## src/lsu_pkg.sv

```systemverilog
// LSU package with memory map, access sizes and pipeline payload types
`default_nettype none

package lsu_pkg;

   // ****************************************
   // Widths
   // ****************************************
   localparam int XLEN       = 32;
   localparam int OFFSET_W   = 12;
   localparam int DMA_DATA_W = 64;

   // ****************************************
   // Memory map
   // ****************************************
   localparam logic [XLEN-1:0] DCCM_BASE       = 32'hf004_0000;
   localparam logic [XLEN-1:0] DCCM_SIZE_BYTES = 32'h0001_0000;
   localparam logic [XLEN-1:0] PIC_BASE        = 32'hf00c_0000;
   localparam logic [XLEN-1:0] PIC_SIZE_BYTES  = 32'h0000_8000;

   // DMA size codes, low two bits of the 3-bit size field
   typedef enum logic [1:0] {
      SIZE_BYTE  = 2'd0,
      SIZE_HALF  = 2'd1,
      SIZE_WORD  = 2'd2,
      SIZE_DWORD = 2'd3
   } lsu_size_e;

   // Control packet, one size bit set per access
   typedef struct packed {
      logic valid;
      logic dma;
      logic unsign;
      logic store;
      logic load;
      logic by;
      logic half;
      logic word;
      logic dword;
   } lsu_pkt_t;

   typedef struct packed {
      logic in_dccm;
      logic in_pic;
      logic external;
      logic access_fault;
      logic misaligned_fault;
   } lsu_region_t;

   // DC1 to DC3 payload
   typedef struct packed {
      lsu_pkt_t                pkt;
      logic [XLEN-1:0]         addr;
      logic [XLEN-1:0]         end_addr;
      logic [DMA_DATA_W-1:0]   store_data;
      lsu_region_t             region;
   } lsu_dc_t;

   // DC4 and DC5 payload, store data narrowed to one word
   typedef struct packed {
      lsu_pkt_t                pkt;
      logic [XLEN-1:0]         addr;
      logic [XLEN-1:0]         end_addr;
      logic [XLEN-1:0]         store_data;
   } lsu_wb_t;

   typedef struct packed {
      logic              exc_valid;
      logic              single_ecc_error;
      logic              inst_type;
      logic              dma_valid;
      logic              exc_type;
      logic [XLEN-1:0]   addr;
   } lsu_error_pkt_t;

endpackage

`default_nettype wire

```

## src/lsu_issue_stage.sv

```systemverilog
// DC1 entry stage merging core and DMA requests into the first pipeline register
`timescale 1ns/10ps
`default_nettype none

module lsu_issue_stage
   import lsu_pkg::*;
(
   input  logic                    clk,
   input  logic                    rst,

   // Core request
   input  lsu_pkt_t                lsu_p,
   input  logic [XLEN-1:0]         exu_lsu_rs1_d,
   input  logic [XLEN-1:0]         exu_lsu_rs2_d,
   input  logic [OFFSET_W-1:0]     dec_lsu_offset_d,

   // DMA request
   input  logic                    dma_dccm_req,
   input  logic [XLEN-1:0]         dma_mem_addr,
   input  logic [2:0]              dma_mem_sz,
   input  logic                    dma_mem_write,
   input  logic [DMA_DATA_W-1:0]   dma_mem_wdata,

   input  logic                    flush_dc2_up,

   output lsu_pkt_t                pkt_dc1,
   output logic [XLEN-1:0]         rs1_dc1,
   output logic [OFFSET_W-1:0]     offset_dc1,
   output logic [DMA_DATA_W-1:0]   store_data_dc1
);

   lsu_pkt_t                dma_pkt_d;
   lsu_pkt_t                pkt_d;
   logic [XLEN-1:0]         rs1_d;
   logic [OFFSET_W-1:0]     offset_d;
   logic [DMA_DATA_W-1:0]   dma_wdata_shifted;
   logic [DMA_DATA_W-1:0]   store_data_d;
   lsu_size_e               dma_size;

   // ****************************************
   // DMA packet
   // ****************************************
   assign dma_size = lsu_size_e'(dma_mem_sz[1:0]);

   always_comb begin
      dma_pkt_d        = '0;
      dma_pkt_d.valid  = dma_dccm_req;
      dma_pkt_d.dma    = 1'b1;
      dma_pkt_d.store  = dma_mem_write;
      dma_pkt_d.load   = ~dma_mem_write;
      dma_pkt_d.by     = ~dma_mem_sz[2] & (dma_size == SIZE_BYTE);
      dma_pkt_d.half   = ~dma_mem_sz[2] & (dma_size == SIZE_HALF);
      dma_pkt_d.word   = ~dma_mem_sz[2] & (dma_size == SIZE_WORD);
      dma_pkt_d.dword  = ~dma_mem_sz[2] & (dma_size == SIZE_DWORD);
   end

   // DMA wins, a core request in the same cycle is dropped
   always_comb begin
      pkt_d       = dma_dccm_req ? dma_pkt_d : lsu_p;
      pkt_d.valid = (lsu_p.valid & ~flush_dc2_up) | dma_dccm_req;
   end

   assign rs1_d    = dma_dccm_req ? dma_mem_addr : exu_lsu_rs1_d;
   assign offset_d = dec_lsu_offset_d & ~{OFFSET_W{dma_dccm_req}};

   // Align DMA write data to the byte lane of its address
   assign dma_wdata_shifted = dma_mem_wdata >> {dma_mem_addr[2:0], 3'b000};
   assign store_data_d      = dma_dccm_req ? dma_wdata_shifted
                                           : {{(DMA_DATA_W-XLEN){1'b0}}, exu_lsu_rs2_d};

   always_ff @(posedge clk) begin
      pkt_dc1        <= pkt_d;
      rs1_dc1        <= rs1_d;
      offset_dc1     <= offset_d;
      store_data_dc1 <= store_data_d;
      if (rst) begin
         pkt_dc1.valid <= 1'b0;
      end
   end

   // Core packets must carry a single size as well
   a_dc1_one_size : assert property (@(posedge clk) disable iff (rst)
      pkt_dc1.valid |-> $onehot0({pkt_dc1.by, pkt_dc1.half, pkt_dc1.word, pkt_dc1.dword}));

endmodule

`default_nettype wire

```

## src/lsu_addr_stage.sv

```systemverilog
// DC1 address generation, memory-map decode and fault detection
`timescale 1ns/10ps
`default_nettype none

module lsu_addr_stage
   import lsu_pkg::*;
(
   input  lsu_pkt_t                pkt_dc1,
   input  logic [XLEN-1:0]         rs1_dc1,
   input  logic [OFFSET_W-1:0]     offset_dc1,
   input  logic [DMA_DATA_W-1:0]   store_data_dc1,

   output lsu_dc_t                 stage_dc1
);

   logic [XLEN-1:0]   addr_dc1;
   logic [XLEN-1:0]   end_addr_dc1;
   logic [2:0]        size_off_dc1;
   logic              start_in_dccm;
   logic              start_in_pic;
   logic              end_in_dccm;
   logic              end_in_pic;
   logic              unaligned;
   lsu_region_t       region_dc1;

   function automatic logic in_range(
      input logic [XLEN-1:0] a,
      input logic [XLEN-1:0] base,
      input logic [XLEN-1:0] size
   );
      return (a >= base) && (a <= base + size - 32'd1);
   endfunction

   // ****************************************
   // Start and end address
   // ****************************************
   assign addr_dc1 = rs1_dc1 + {{(XLEN-OFFSET_W){offset_dc1[OFFSET_W-1]}}, offset_dc1};

   // Last byte touched is size minus one past the start
   assign size_off_dc1 = ({3{pkt_dc1.half}}  & 3'b001) |
                         ({3{pkt_dc1.word}}  & 3'b011) |
                         ({3{pkt_dc1.dword}} & 3'b111);

   assign end_addr_dc1 = addr_dc1 + {{(XLEN-3){1'b0}}, size_off_dc1};

   // ****************************************
   // Region decode
   // ****************************************
   assign start_in_dccm = in_range(addr_dc1, DCCM_BASE, DCCM_SIZE_BYTES);
   assign start_in_pic  = in_range(addr_dc1, PIC_BASE, PIC_SIZE_BYTES);
   assign end_in_dccm   = in_range(end_addr_dc1, DCCM_BASE, DCCM_SIZE_BYTES);
   assign end_in_pic    = in_range(end_addr_dc1, PIC_BASE, PIC_SIZE_BYTES);

   // Start not on a multiple of the access size
   assign unaligned = (pkt_dc1.half  & addr_dc1[0]) |
                      (pkt_dc1.word  & (addr_dc1[1:0] != 2'b00)) |
                      (pkt_dc1.dword & (addr_dc1[2:0] != 3'b000));

   always_comb begin
      region_dc1.in_dccm  = start_in_dccm;
      region_dc1.in_pic   = start_in_pic;
      region_dc1.external = ~start_in_dccm & ~start_in_pic;

      // Crossing a region edge, or a PIC access other than a word
      region_dc1.access_fault = (start_in_dccm != end_in_dccm) |
                                (start_in_pic != end_in_pic) |
                                (start_in_pic & ~pkt_dc1.word);

      // DCCM handles unaligned accesses itself
      region_dc1.misaligned_fault = unaligned & ~start_in_dccm;
   end

   always_comb begin
      stage_dc1.pkt        = pkt_dc1;
      stage_dc1.addr       = addr_dc1;
      stage_dc1.end_addr   = end_addr_dc1;
      stage_dc1.store_data = store_data_dc1;
      stage_dc1.region     = region_dc1;
   end

endmodule

`default_nettype wire

```

## src/lsu_stage_reg.sv

```systemverilog
// Pipeline stage register with flush kill of non-DMA packets
`timescale 1ns/10ps
`default_nettype none

module lsu_stage_reg
   import lsu_pkg::*;
#(
   // Any payload carrying a pkt field of type lsu_pkt_t
   parameter type payload_t = lsu_dc_t
)(
   input  logic       clk,
   input  logic       rst,
   input  payload_t   din,
   input  logic       kill,
   output payload_t   dout
);

   payload_t   din_killed;

   // DMA transfers are not owned by the core and survive flushes
   always_comb begin
      din_killed           = din;
      din_killed.pkt.valid = din.pkt.valid & ~(kill & ~din.pkt.dma);
   end

   // ****************************************
   // Stage flops
   // ****************************************
   always_ff @(posedge clk) begin
      dout <= din_killed;
      if (rst) begin
         dout.pkt.valid <= 1'b0;
      end
   end

   a_kill_drops_item : assert property (@(posedge clk) disable iff (rst)
      (kill && din.pkt.valid && !din.pkt.dma) |=> !dout.pkt.valid);

endmodule

`default_nettype wire

```

## src/lsu_result_stage.sv

```systemverilog
// DC3 load data formatting and exception packet generation
`timescale 1ns/10ps
`default_nettype none

module lsu_result_stage
   import lsu_pkg::*;
(
   input  lsu_dc_t          stage_dc3,
   input  logic [XLEN-1:0]  lsu_ld_data_dc3,
   input  logic [XLEN-1:0]  bus_read_data_dc3,
   input  logic             ld_bus_error_dc3,
   input  logic             flush_dc3,

   output logic [XLEN-1:0]  lsu_result_dc3,
   output lsu_error_pkt_t   lsu_error_pkt_dc3
);

   lsu_pkt_t          pkt_dc3;
   logic [XLEN-1:0]   ld_data_dc3;
   logic              any_fault_dc3;

   assign pkt_dc3 = stage_dc3.pkt;

   // ****************************************
   // Load result
   // ****************************************
   // External loads return over the bus, the rest from DCCM
   assign ld_data_dc3 = stage_dc3.region.external ? bus_read_data_dc3 : lsu_ld_data_dc3;

   always_comb begin
      if (pkt_dc3.by) begin
         lsu_result_dc3 = {{(XLEN-8){~pkt_dc3.unsign & ld_data_dc3[7]}}, ld_data_dc3[7:0]};
      end else if (pkt_dc3.half) begin
         lsu_result_dc3 = {{(XLEN-16){~pkt_dc3.unsign & ld_data_dc3[15]}},
                           ld_data_dc3[15:0]};
      end else if (pkt_dc3.word) begin
         lsu_result_dc3 = ld_data_dc3;
      end else begin
         // dword only comes from DMA, no register result
         lsu_result_dc3 = '0;
      end
   end

   // ****************************************
   // Exception packet
   // ****************************************
   assign any_fault_dc3 = stage_dc3.region.access_fault |
                          stage_dc3.region.misaligned_fault |
                          ld_bus_error_dc3;

   always_comb begin
      lsu_error_pkt_dc3.exc_valid        = any_fault_dc3 & pkt_dc3.valid & ~pkt_dc3.dma &
                                           ~flush_dc3;
      lsu_error_pkt_dc3.single_ecc_error = 1'b0;
      lsu_error_pkt_dc3.inst_type        = pkt_dc3.store;
      lsu_error_pkt_dc3.dma_valid        = pkt_dc3.dma;
      // 0 for misaligned, 1 for access and bus errors
      lsu_error_pkt_dc3.exc_type         = ~stage_dc3.region.misaligned_fault;
      lsu_error_pkt_dc3.addr             = stage_dc3.addr;
   end

endmodule

`default_nettype wire

```

## src/lsu_ctl.sv

```systemverilog
// LSU control pipeline top, carrying requests from DC1 through DC5 to commit
`timescale 1ns/10ps
`default_nettype none

module lsu_ctl
   import lsu_pkg::*;
(
   input  logic                    clk,
   input  logic                    rst,

   // Core request
   input  lsu_pkt_t                lsu_p,
   input  logic [XLEN-1:0]         exu_lsu_rs1_d,
   input  logic [XLEN-1:0]         exu_lsu_rs2_d,
   input  logic [OFFSET_W-1:0]     dec_lsu_offset_d,

   // DMA request
   input  logic                    dma_dccm_req,
   input  logic [XLEN-1:0]         dma_mem_addr,
   input  logic [2:0]              dma_mem_sz,
   input  logic                    dma_mem_write,
   input  logic [DMA_DATA_W-1:0]   dma_mem_wdata,

   // Flushes per stage
   input  logic                    flush_dc2_up,
   input  logic                    flush_dc3,
   input  logic                    flush_dc4,
   input  logic                    flush_dc5,

   // Load return
   input  logic [XLEN-1:0]         lsu_ld_data_dc3,
   input  logic [XLEN-1:0]         bus_read_data_dc3,
   input  logic                    ld_bus_error_dc3,

   output logic [XLEN-1:0]         lsu_addr_dc3,
   output logic [XLEN-1:0]         end_addr_dc3,
   output logic [XLEN-1:0]         store_data_dc3,
   output logic [XLEN-1:0]         store_data_dc5,
   output lsu_pkt_t                lsu_pkt_dc3,
   output logic                    addr_external_dc3,
   output logic [XLEN-1:0]         lsu_result_dc3,
   output logic                    lsu_exc_dc2,
   output lsu_error_pkt_t          lsu_error_pkt_dc3,
   output logic [XLEN-1:0]         lsu_addr_dc5,
   output logic                    lsu_commit_dc5
);

   lsu_pkt_t                pkt_dc1;
   logic [XLEN-1:0]         rs1_dc1;
   logic [OFFSET_W-1:0]     offset_dc1;
   logic [DMA_DATA_W-1:0]   store_data_dc1;
   lsu_dc_t                 stage_dc1, stage_dc2, stage_dc3;
   lsu_wb_t                 wb_dc3, wb_dc4, wb_dc5;

   // ****************************************
   // DC1
   // ****************************************
   lsu_issue_stage u_issue (.*);

   lsu_addr_stage u_addr (.*);

   // ****************************************
   // DC2 and DC3
   // ****************************************
   lsu_stage_reg #(.payload_t(lsu_dc_t)) u_dc2_reg (
      .clk(clk), .rst(rst), .din(stage_dc1), .kill(flush_dc2_up), .dout(stage_dc2));

   lsu_stage_reg #(.payload_t(lsu_dc_t)) u_dc3_reg (
      .clk(clk), .rst(rst), .din(stage_dc2), .kill(flush_dc2_up), .dout(stage_dc3));

   assign lsu_exc_dc2 = stage_dc2.region.access_fault | stage_dc2.region.misaligned_fault;

   lsu_result_stage u_result (.*);

   assign lsu_pkt_dc3       = stage_dc3.pkt;
   assign lsu_addr_dc3      = stage_dc3.addr;
   assign end_addr_dc3      = stage_dc3.end_addr;
   assign store_data_dc3    = stage_dc3.store_data[XLEN-1:0];
   assign addr_external_dc3 = stage_dc3.region.external;

   // ****************************************
   // DC4 and DC5
   // ****************************************
   // Late stages keep only the low store word
   always_comb begin
      wb_dc3.pkt        = stage_dc3.pkt;
      wb_dc3.addr       = stage_dc3.addr;
      wb_dc3.end_addr   = stage_dc3.end_addr;
      wb_dc3.store_data = stage_dc3.store_data[XLEN-1:0];
   end

   lsu_stage_reg #(.payload_t(lsu_wb_t)) u_dc4_reg (
      .clk(clk), .rst(rst), .din(wb_dc3), .kill(flush_dc3), .dout(wb_dc4));

   lsu_stage_reg #(.payload_t(lsu_wb_t)) u_dc5_reg (
      .clk(clk), .rst(rst), .din(wb_dc4), .kill(flush_dc4), .dout(wb_dc5));

   assign lsu_addr_dc5   = wb_dc5.addr;
   assign store_data_dc5 = wb_dc5.store_data;

   // One strobe per surviving core access
   assign lsu_commit_dc5 = wb_dc5.pkt.valid & (wb_dc5.pkt.load | wb_dc5.pkt.store) &
                           ~wb_dc5.pkt.dma & ~flush_dc5;

endmodule

`default_nettype wire

```

## config.mk

```make
export PLATFORM = sky130hd
export DESIGN_NAME = lsu_ctl
export DESIGN_NICKNAME = d
export VERILOG_FILES = /design/src/lsu_pkg.sv /design/src/lsu_issue_stage.sv /design/src/lsu_addr_stage.sv /design/src/lsu_stage_reg.sv /design/src/lsu_result_stage.sv /design/src/lsu_ctl.sv
export SDC_FILE = /design/constraint.sdc
export NUM_CORES = 1
export LEC_CHECK = 0
export ABC_AREA = 1
export BUFFER_PORTS_ARGS = -buffer_cell sky130_fd_sc_hd__buf_2
export CORE_AREA = 2 2 196 198
export CTS_BUF_LIST = sky130_fd_sc_hd__clkbuf_4 sky130_fd_sc_hd__clkbuf_8
export DETAILED_ROUTE_END_ITERATION = 16
export DIE_AREA = 0 0 198 200
export PLACE_DENSITY = 0.79
export SLEW_MARGIN = 30
export SYNTH_ARGS = -nofsm -noshare
export SYNTH_HDL_FRONTEND = slang
export SYNTH_SLANG_ARGS = --single-unit
```

## constraint.sdc

```tcl
create_clock -name clk -period 4.2 [get_ports clk]
set_clock_uncertainty 0.2 [all_clocks]
set_input_delay 0.42 -clock clk [delete_from_list [all_inputs] [get_ports clk]]
set_output_delay 0.42 -clock clk [all_outputs]
set_load 0.005 [all_outputs]
```

Yosys cells after proc, flatten, opt, wreduce, memory -nomap -nowiden
Cells that the tools add are included.
- output and inout port bits: 241
- input bits: 257
- flip-flop bits (word level): 437
- logic and storage cells: 143
- mux-type cells: 7
- bitwise gates (word level): 59
- add/subtract/negate cells: 2
- shifts and indexed selects: 1
- reduce and logical (&&, ||, !) cells: 7
- $lt $le $gt $ge: 8
- equality and inequality tests: 5
- operators by type and width (cell ; number):
    32-bit 2-to-1 mux ; 6
    32-bit greater-or-equal comparator, second input constant ; 4
    32-bit <= comparator, second input constant ; 4
    64-bit by 6-bit right shift with 64-bit output ; 1
    32-bit by 3-bit adder with 32-bit output ; 1
    32-bit adder ; 1
    1-bit bitwise AND ; 27
    1-bit NOT ; 19
    12-bit bitwise AND ; 1
    12-bit NOT ; 1
    1-bit OR ; 9
    6-bit 2-to-1 mux ; 1
    2-bit equality test, second input constant ; 2
    1-bit logical AND ; 4
    3-bit OR ; 1
    3-bit nonzero test ; 1
    2-bit by 1-bit equality test with 1-bit output, second input constant ; 1
    2-bit logical NOT ; 1
    1-bit != test ; 2
    1-bit by 2-bit OR with 2-bit output ; 1
    2-bit nonzero test ; 1

Logic depth before layout (Yosys ltp)
- depth in word-level cells: 8
- mapped depth: 27
- gate-level depth less buffers: 27

Hierarchy
A second synthesis with hierarchy kept.
- cell total of the unflattened synthesis: 2405
- area, all modules: 20853.8 µm²
- modules (own cells, without submodules) (module ; area an instance (µm²) ; cells each ; seq. area each (µm²) ; instances):
    lsu_stage_reg at u_dc2_reg ... ; 2861.5 ; 147 ; 2842.7 ; 2
    lsu_issue_stage ; 4977.3 ; 728 ; 2342.2 ; 1
    lsu_addr_stage ; 4700.8 ; 900 ; 0.0 ; 1
    lsu_stage_reg at u_dc4_reg ... ; 2120.8 ; 110 ; 2102.0 ; 2
    lsu_result_stage ; 1184.9 ; 257 ; 0.0 ; 1
    lsu_ctl ; 26.3 ; 6 ; 0.0 ; 1

Least setup slack after synthesis
OpenSTA, ideal clock, no wires.
- path type: register to register
- start point: register u_issue.rs1_dc1[0]
- end point: register u_dc2_reg.dout[1] (netlist name)
- stages on the path, launching flop included: 25
- library setup time: 0.112 ns
- slack: 0.915 ns
- clock period less this slack: 3.285 ns
- data required time: 3.888 ns
- data arrival time: 2.974 ns
- buffers on the path: 0
- cells stage by stage: dfxtp_1 > ha_1 > inv_1 > fa_1 > xnor2_1 > ha_1 > nand3_1 > nand2_1 > nand2_1 > nor2_4 > nand4_4 > nor2_4 > nand3_2 > nor2_4 > nand2_1 > nand2_1 > nand2_2 > nor2_4 > nand2_1 > nor2_2 > nand3_1 > nand2_1 > nand2_1 > inv_1 > nand2_1
- RTL lines (what ; RTL line ; text):
    start: declaration ; lsu_issue_stage.sv:27 ; output logic [XLEN-1:0] rs1_dc1,
    start signal: assignment ; lsu_issue_stage.sv:73 ; rs1_dc1 <= rs1_d;
    end signal: assignment ; lsu_stage_reg.sv:30 ; dout <= din_killed;
    end: declaration ; lsu_stage_reg.sv:15 ; output payload_t dout

==> metrics.cfg <==
[global_routing]
grt_max_degree=51
grtUsageMet1_pct=31.4
grt_use_met3_pct=4.86
grt-ovfl-total=0
busiest_layer=met2
grt_pass1_wl_microns=78200
grt_use_total_pct=25.8
grt_util_met2_pct=43.9
grt_pass1_vias=14700
antenna_found_initial=4

[routing]
vias=15300
routedWlPerCell_microns=16.2
drt_wl_total_microns=52000
post-route-drc-count=0
avgViaCountPerCell=4.76
drtAntennaViolNets=0
drtPass1Iterations=6
dr.first_iter.drc_count=779

[logic_synthesis]
ys_seq_area_share_pct=49.2
synth_area_sq_mm=0.0178
synth-async-reset-ratio_pct=0
avgSynthCellArea_sq_um=8.11
ys_types=48
synth_edf_count=0
yosysWarnings=0
synthMostInstantiatedCell=nand2_1
ys_ff_latch=437
synth_top_flop_cell=dfxtp_1
synthCells=2194
synth_top_area_share_pct=49.2
synth_commonest_cells=nand2_1, dfxtp_1, inv_1, buf_4, nor2_1
yosys-top-cells-area=dfxtp_1, nand2_1, buf_4, inv_1, nor2_1
yosysTopAreaCell=dfxtp_1
syn-num-nets=2487

[placed_design]
hpwl_microns=39600
gp_congestion=0.981
placement.io_buffers=496
place_area_sq_mm=0.0193
place_inst=2961

[cts]
cts_tree=yes
htree_levels=3
clk_latency_ps=620
cts_inserted_buffers=68
clk_path_buf_depth=3
path_clk_slew_ps=60
cts_sinks=437
cts_root_buf=clkbuf_8
post_cts_resized=0

[worst_setup_path]
cp.required_ps=4510
cp_max_fo=6
critical-path-max-stage-delay_ps=400
cp_top_family=simple AND/OR/NAND/NOR gates
crit_path_top_delay_cell=fa_1
arrival_ps=4010
cp_num_buf_inv=2
cp-start-kind=register
path_class=register to register
path_cells=ha_1 -> inv_1 -> fa_1 -> xnor2_1 -> ha_1 -> nand3_1 -> nand2_1 -> nand2_1 -> nor2_4 -> nand4_4 -> nor2_4 -> nand3_2 -> nor2_4 -> nand2_1 -> nand2_1 -> nand2_2 -> nor2_4 -> nand2_1 -> nor2_2 -> nand3_1 -> nand2_1 -> nand2_1 -> inv_1 -> nand2_1
critPathCaptureType=register
worst_path_most_repeated_cell=nand2_1

[die]
die_height_microns=200
num_io_pins=498
core_area_sq_mm=0.0374
dieArea_sq_mm=0.0396
start_util_pct=47.6
rows=71
die-width_microns=198

[sta]
drv_slew=0
setup_viol_count_final=0
finalCritPeriodShare_pct=88.1
min_period_ps=3700
maxSlewHeadroom_pct=44.3
hold_viol=0
whs_ps=42.5
fmax_mhz=270
worst_slew_pin_slew_ps=832
tns_ps=0
rsz0062_at_grt=false

[finish]
fill_cells=3284
final_nets=2957
stdcell_area_sq_mm=0.0221
syn2layout_area_growth_pct=23.9
drive_gt1_share_pct=27.4
final_cells=3216

[power]
p_leak_uw=0.0114
p_per_area_mw_per_mm2=466
ir_drop_uv=350

[run_status]
outcome=complete, no violations

[run]
maxCapViolations=0

[hold_path]
worstHoldPathType=primary input to register

[path summary, 6_finish.rpt]
| kind | from | endpoint | slack, ps | depth (start not counted) |
|---|---|---|---|---|
| worst min register to register | u_issue.store_data_dc1[28] | u_dc2_reg.dout[33] | 120 | 0 |
| worst max register to register | u_issue.rs1_dc1[0] | u_dc2_reg.dout[1] | 500 | 24 |
| worst min-delay path | dma_mem_wdata[2] | u_issue.store_data_dc1[2] | 40 | 5 |
| worst max-delay path | u_issue.rs1_dc1[0] | u_dc2_reg.dout[1] | 500 | 24 |
[registers in the layout, indices dropped and copies added, names as in the netlist]
register,flops
u_dc4_reg.dout,68
u_dc5_reg.dout,68
u_dc2_reg.dout,108
u_issue.store_data_dc1,32
u_dc3_reg.dout,108
u_issue.offset_dc1,12
u_issue.rs1_dc1,32
u_issue.pkt_dc1,9
[placed cells by master (no fill, tap or decap), types with 4 or more instances in the layout]
| cell type | n |
|---|---|
| xnor2_1 | 4 |
| a21oi_1 | 24 |
| nand3_2 | 11 |
| diode_2 | 4 |
| clkinv_2 | 8 |
| buf_2 | 496 |
| nand4_1 | 31 |
| nand2_4 | 13 |
| nor2_2 | 18 |
| inv_1 | 218 |
| xor2_1 | 9 |
| or2_2 | 5 |
| o311ai_0 | 4 |
| inv_2 | 14 |
| o31ai_1 | 9 |
| nand3_1 | 116 |
| buf_4 | 12 |
| nand2_1 | 602 |
| nor3_1 | 8 |
| a311oi_1 | 9 |
| clkbuf_4 | 17 |
| dfxtp_1 | 437 |
| o21ai_0 | 68 |
| ha_1 | 34 |
| clkbuf_8 | 74 |
| nor2_4 | 14 |
| o211ai_1 | 15 |
| dlygate4sd3_1 | 144 |
| nand2_2 | 43 |
| mux2i_1 | 32 |
| nor2_1 | 164 |
| a221oi_1 | 4 |
| and2_1 | 7 |
[cells by family (layout without fill, tap and decap cells)]
family	count (synthesis)	in the layout	share of synthesized area [%]
simple gates	1043	1043	26.2
mux	32	32	1.80
buf+inv	488	995	14.6
fa+ha+maj	36	36	2.62
compound gates	144	144	4.91
xor+xnor	13	13	0.640
flops	437	437	49.2
other cells	1	5	0.0211
[what timing repair did]
item / 4_1_cts / 5_1_grt
endpoints found under the setup margin: 0 / 0
setup buffers: 0 / 0
hold buffers: 144 / 0
endpoints found under the hold margin: 89 / 0
[power breakdown]
part,switching (uW),internal (uW)
registers,211,4750
logic,1120,755
clock network,1560,1900
[metal layers]
metal / up-vias / routed length, microns
li1: 7609 / -
met1: 6938 / 21600
met2: 648 / 24700
met3: 124 / 3570
met4: 0 / 2140
met5: - / 0
[cell type report]
cell class | instances | area (sq um) | area share, %
clock inverters | 16 | 164 | 0.743
flip-flops and latches | 437 | 8750 | 39.7
well taps | 511 | 639 | 2.90
clock buffers | 91 | 1150 | 5.20
diodes | 4 | 10.0 | 0.0454
multi-input cells | 1269 | 6440 | 29.2
inverters | 236 | 887 | 4.02
repair buffers | 652 | 4010 | 18.2
[worst min-delay path, cell delays in order]
cell,delay [ps]
buf_2,110
nand2_1,50
nand3_1,60
a311oi_1,110
nor2_1,80
[stage by stage]
step	setup slack, ps	utilization [%]	total power, uW
detailed placement	540	51.6	6770
global route	164	59.0	10800
floorplan	915	-	6290
finish	498	59.0	10300
global placement	599	51.6	6730
CTS	511	58.9	10400
Note: power is estimated with default switching activity, not from simulation.
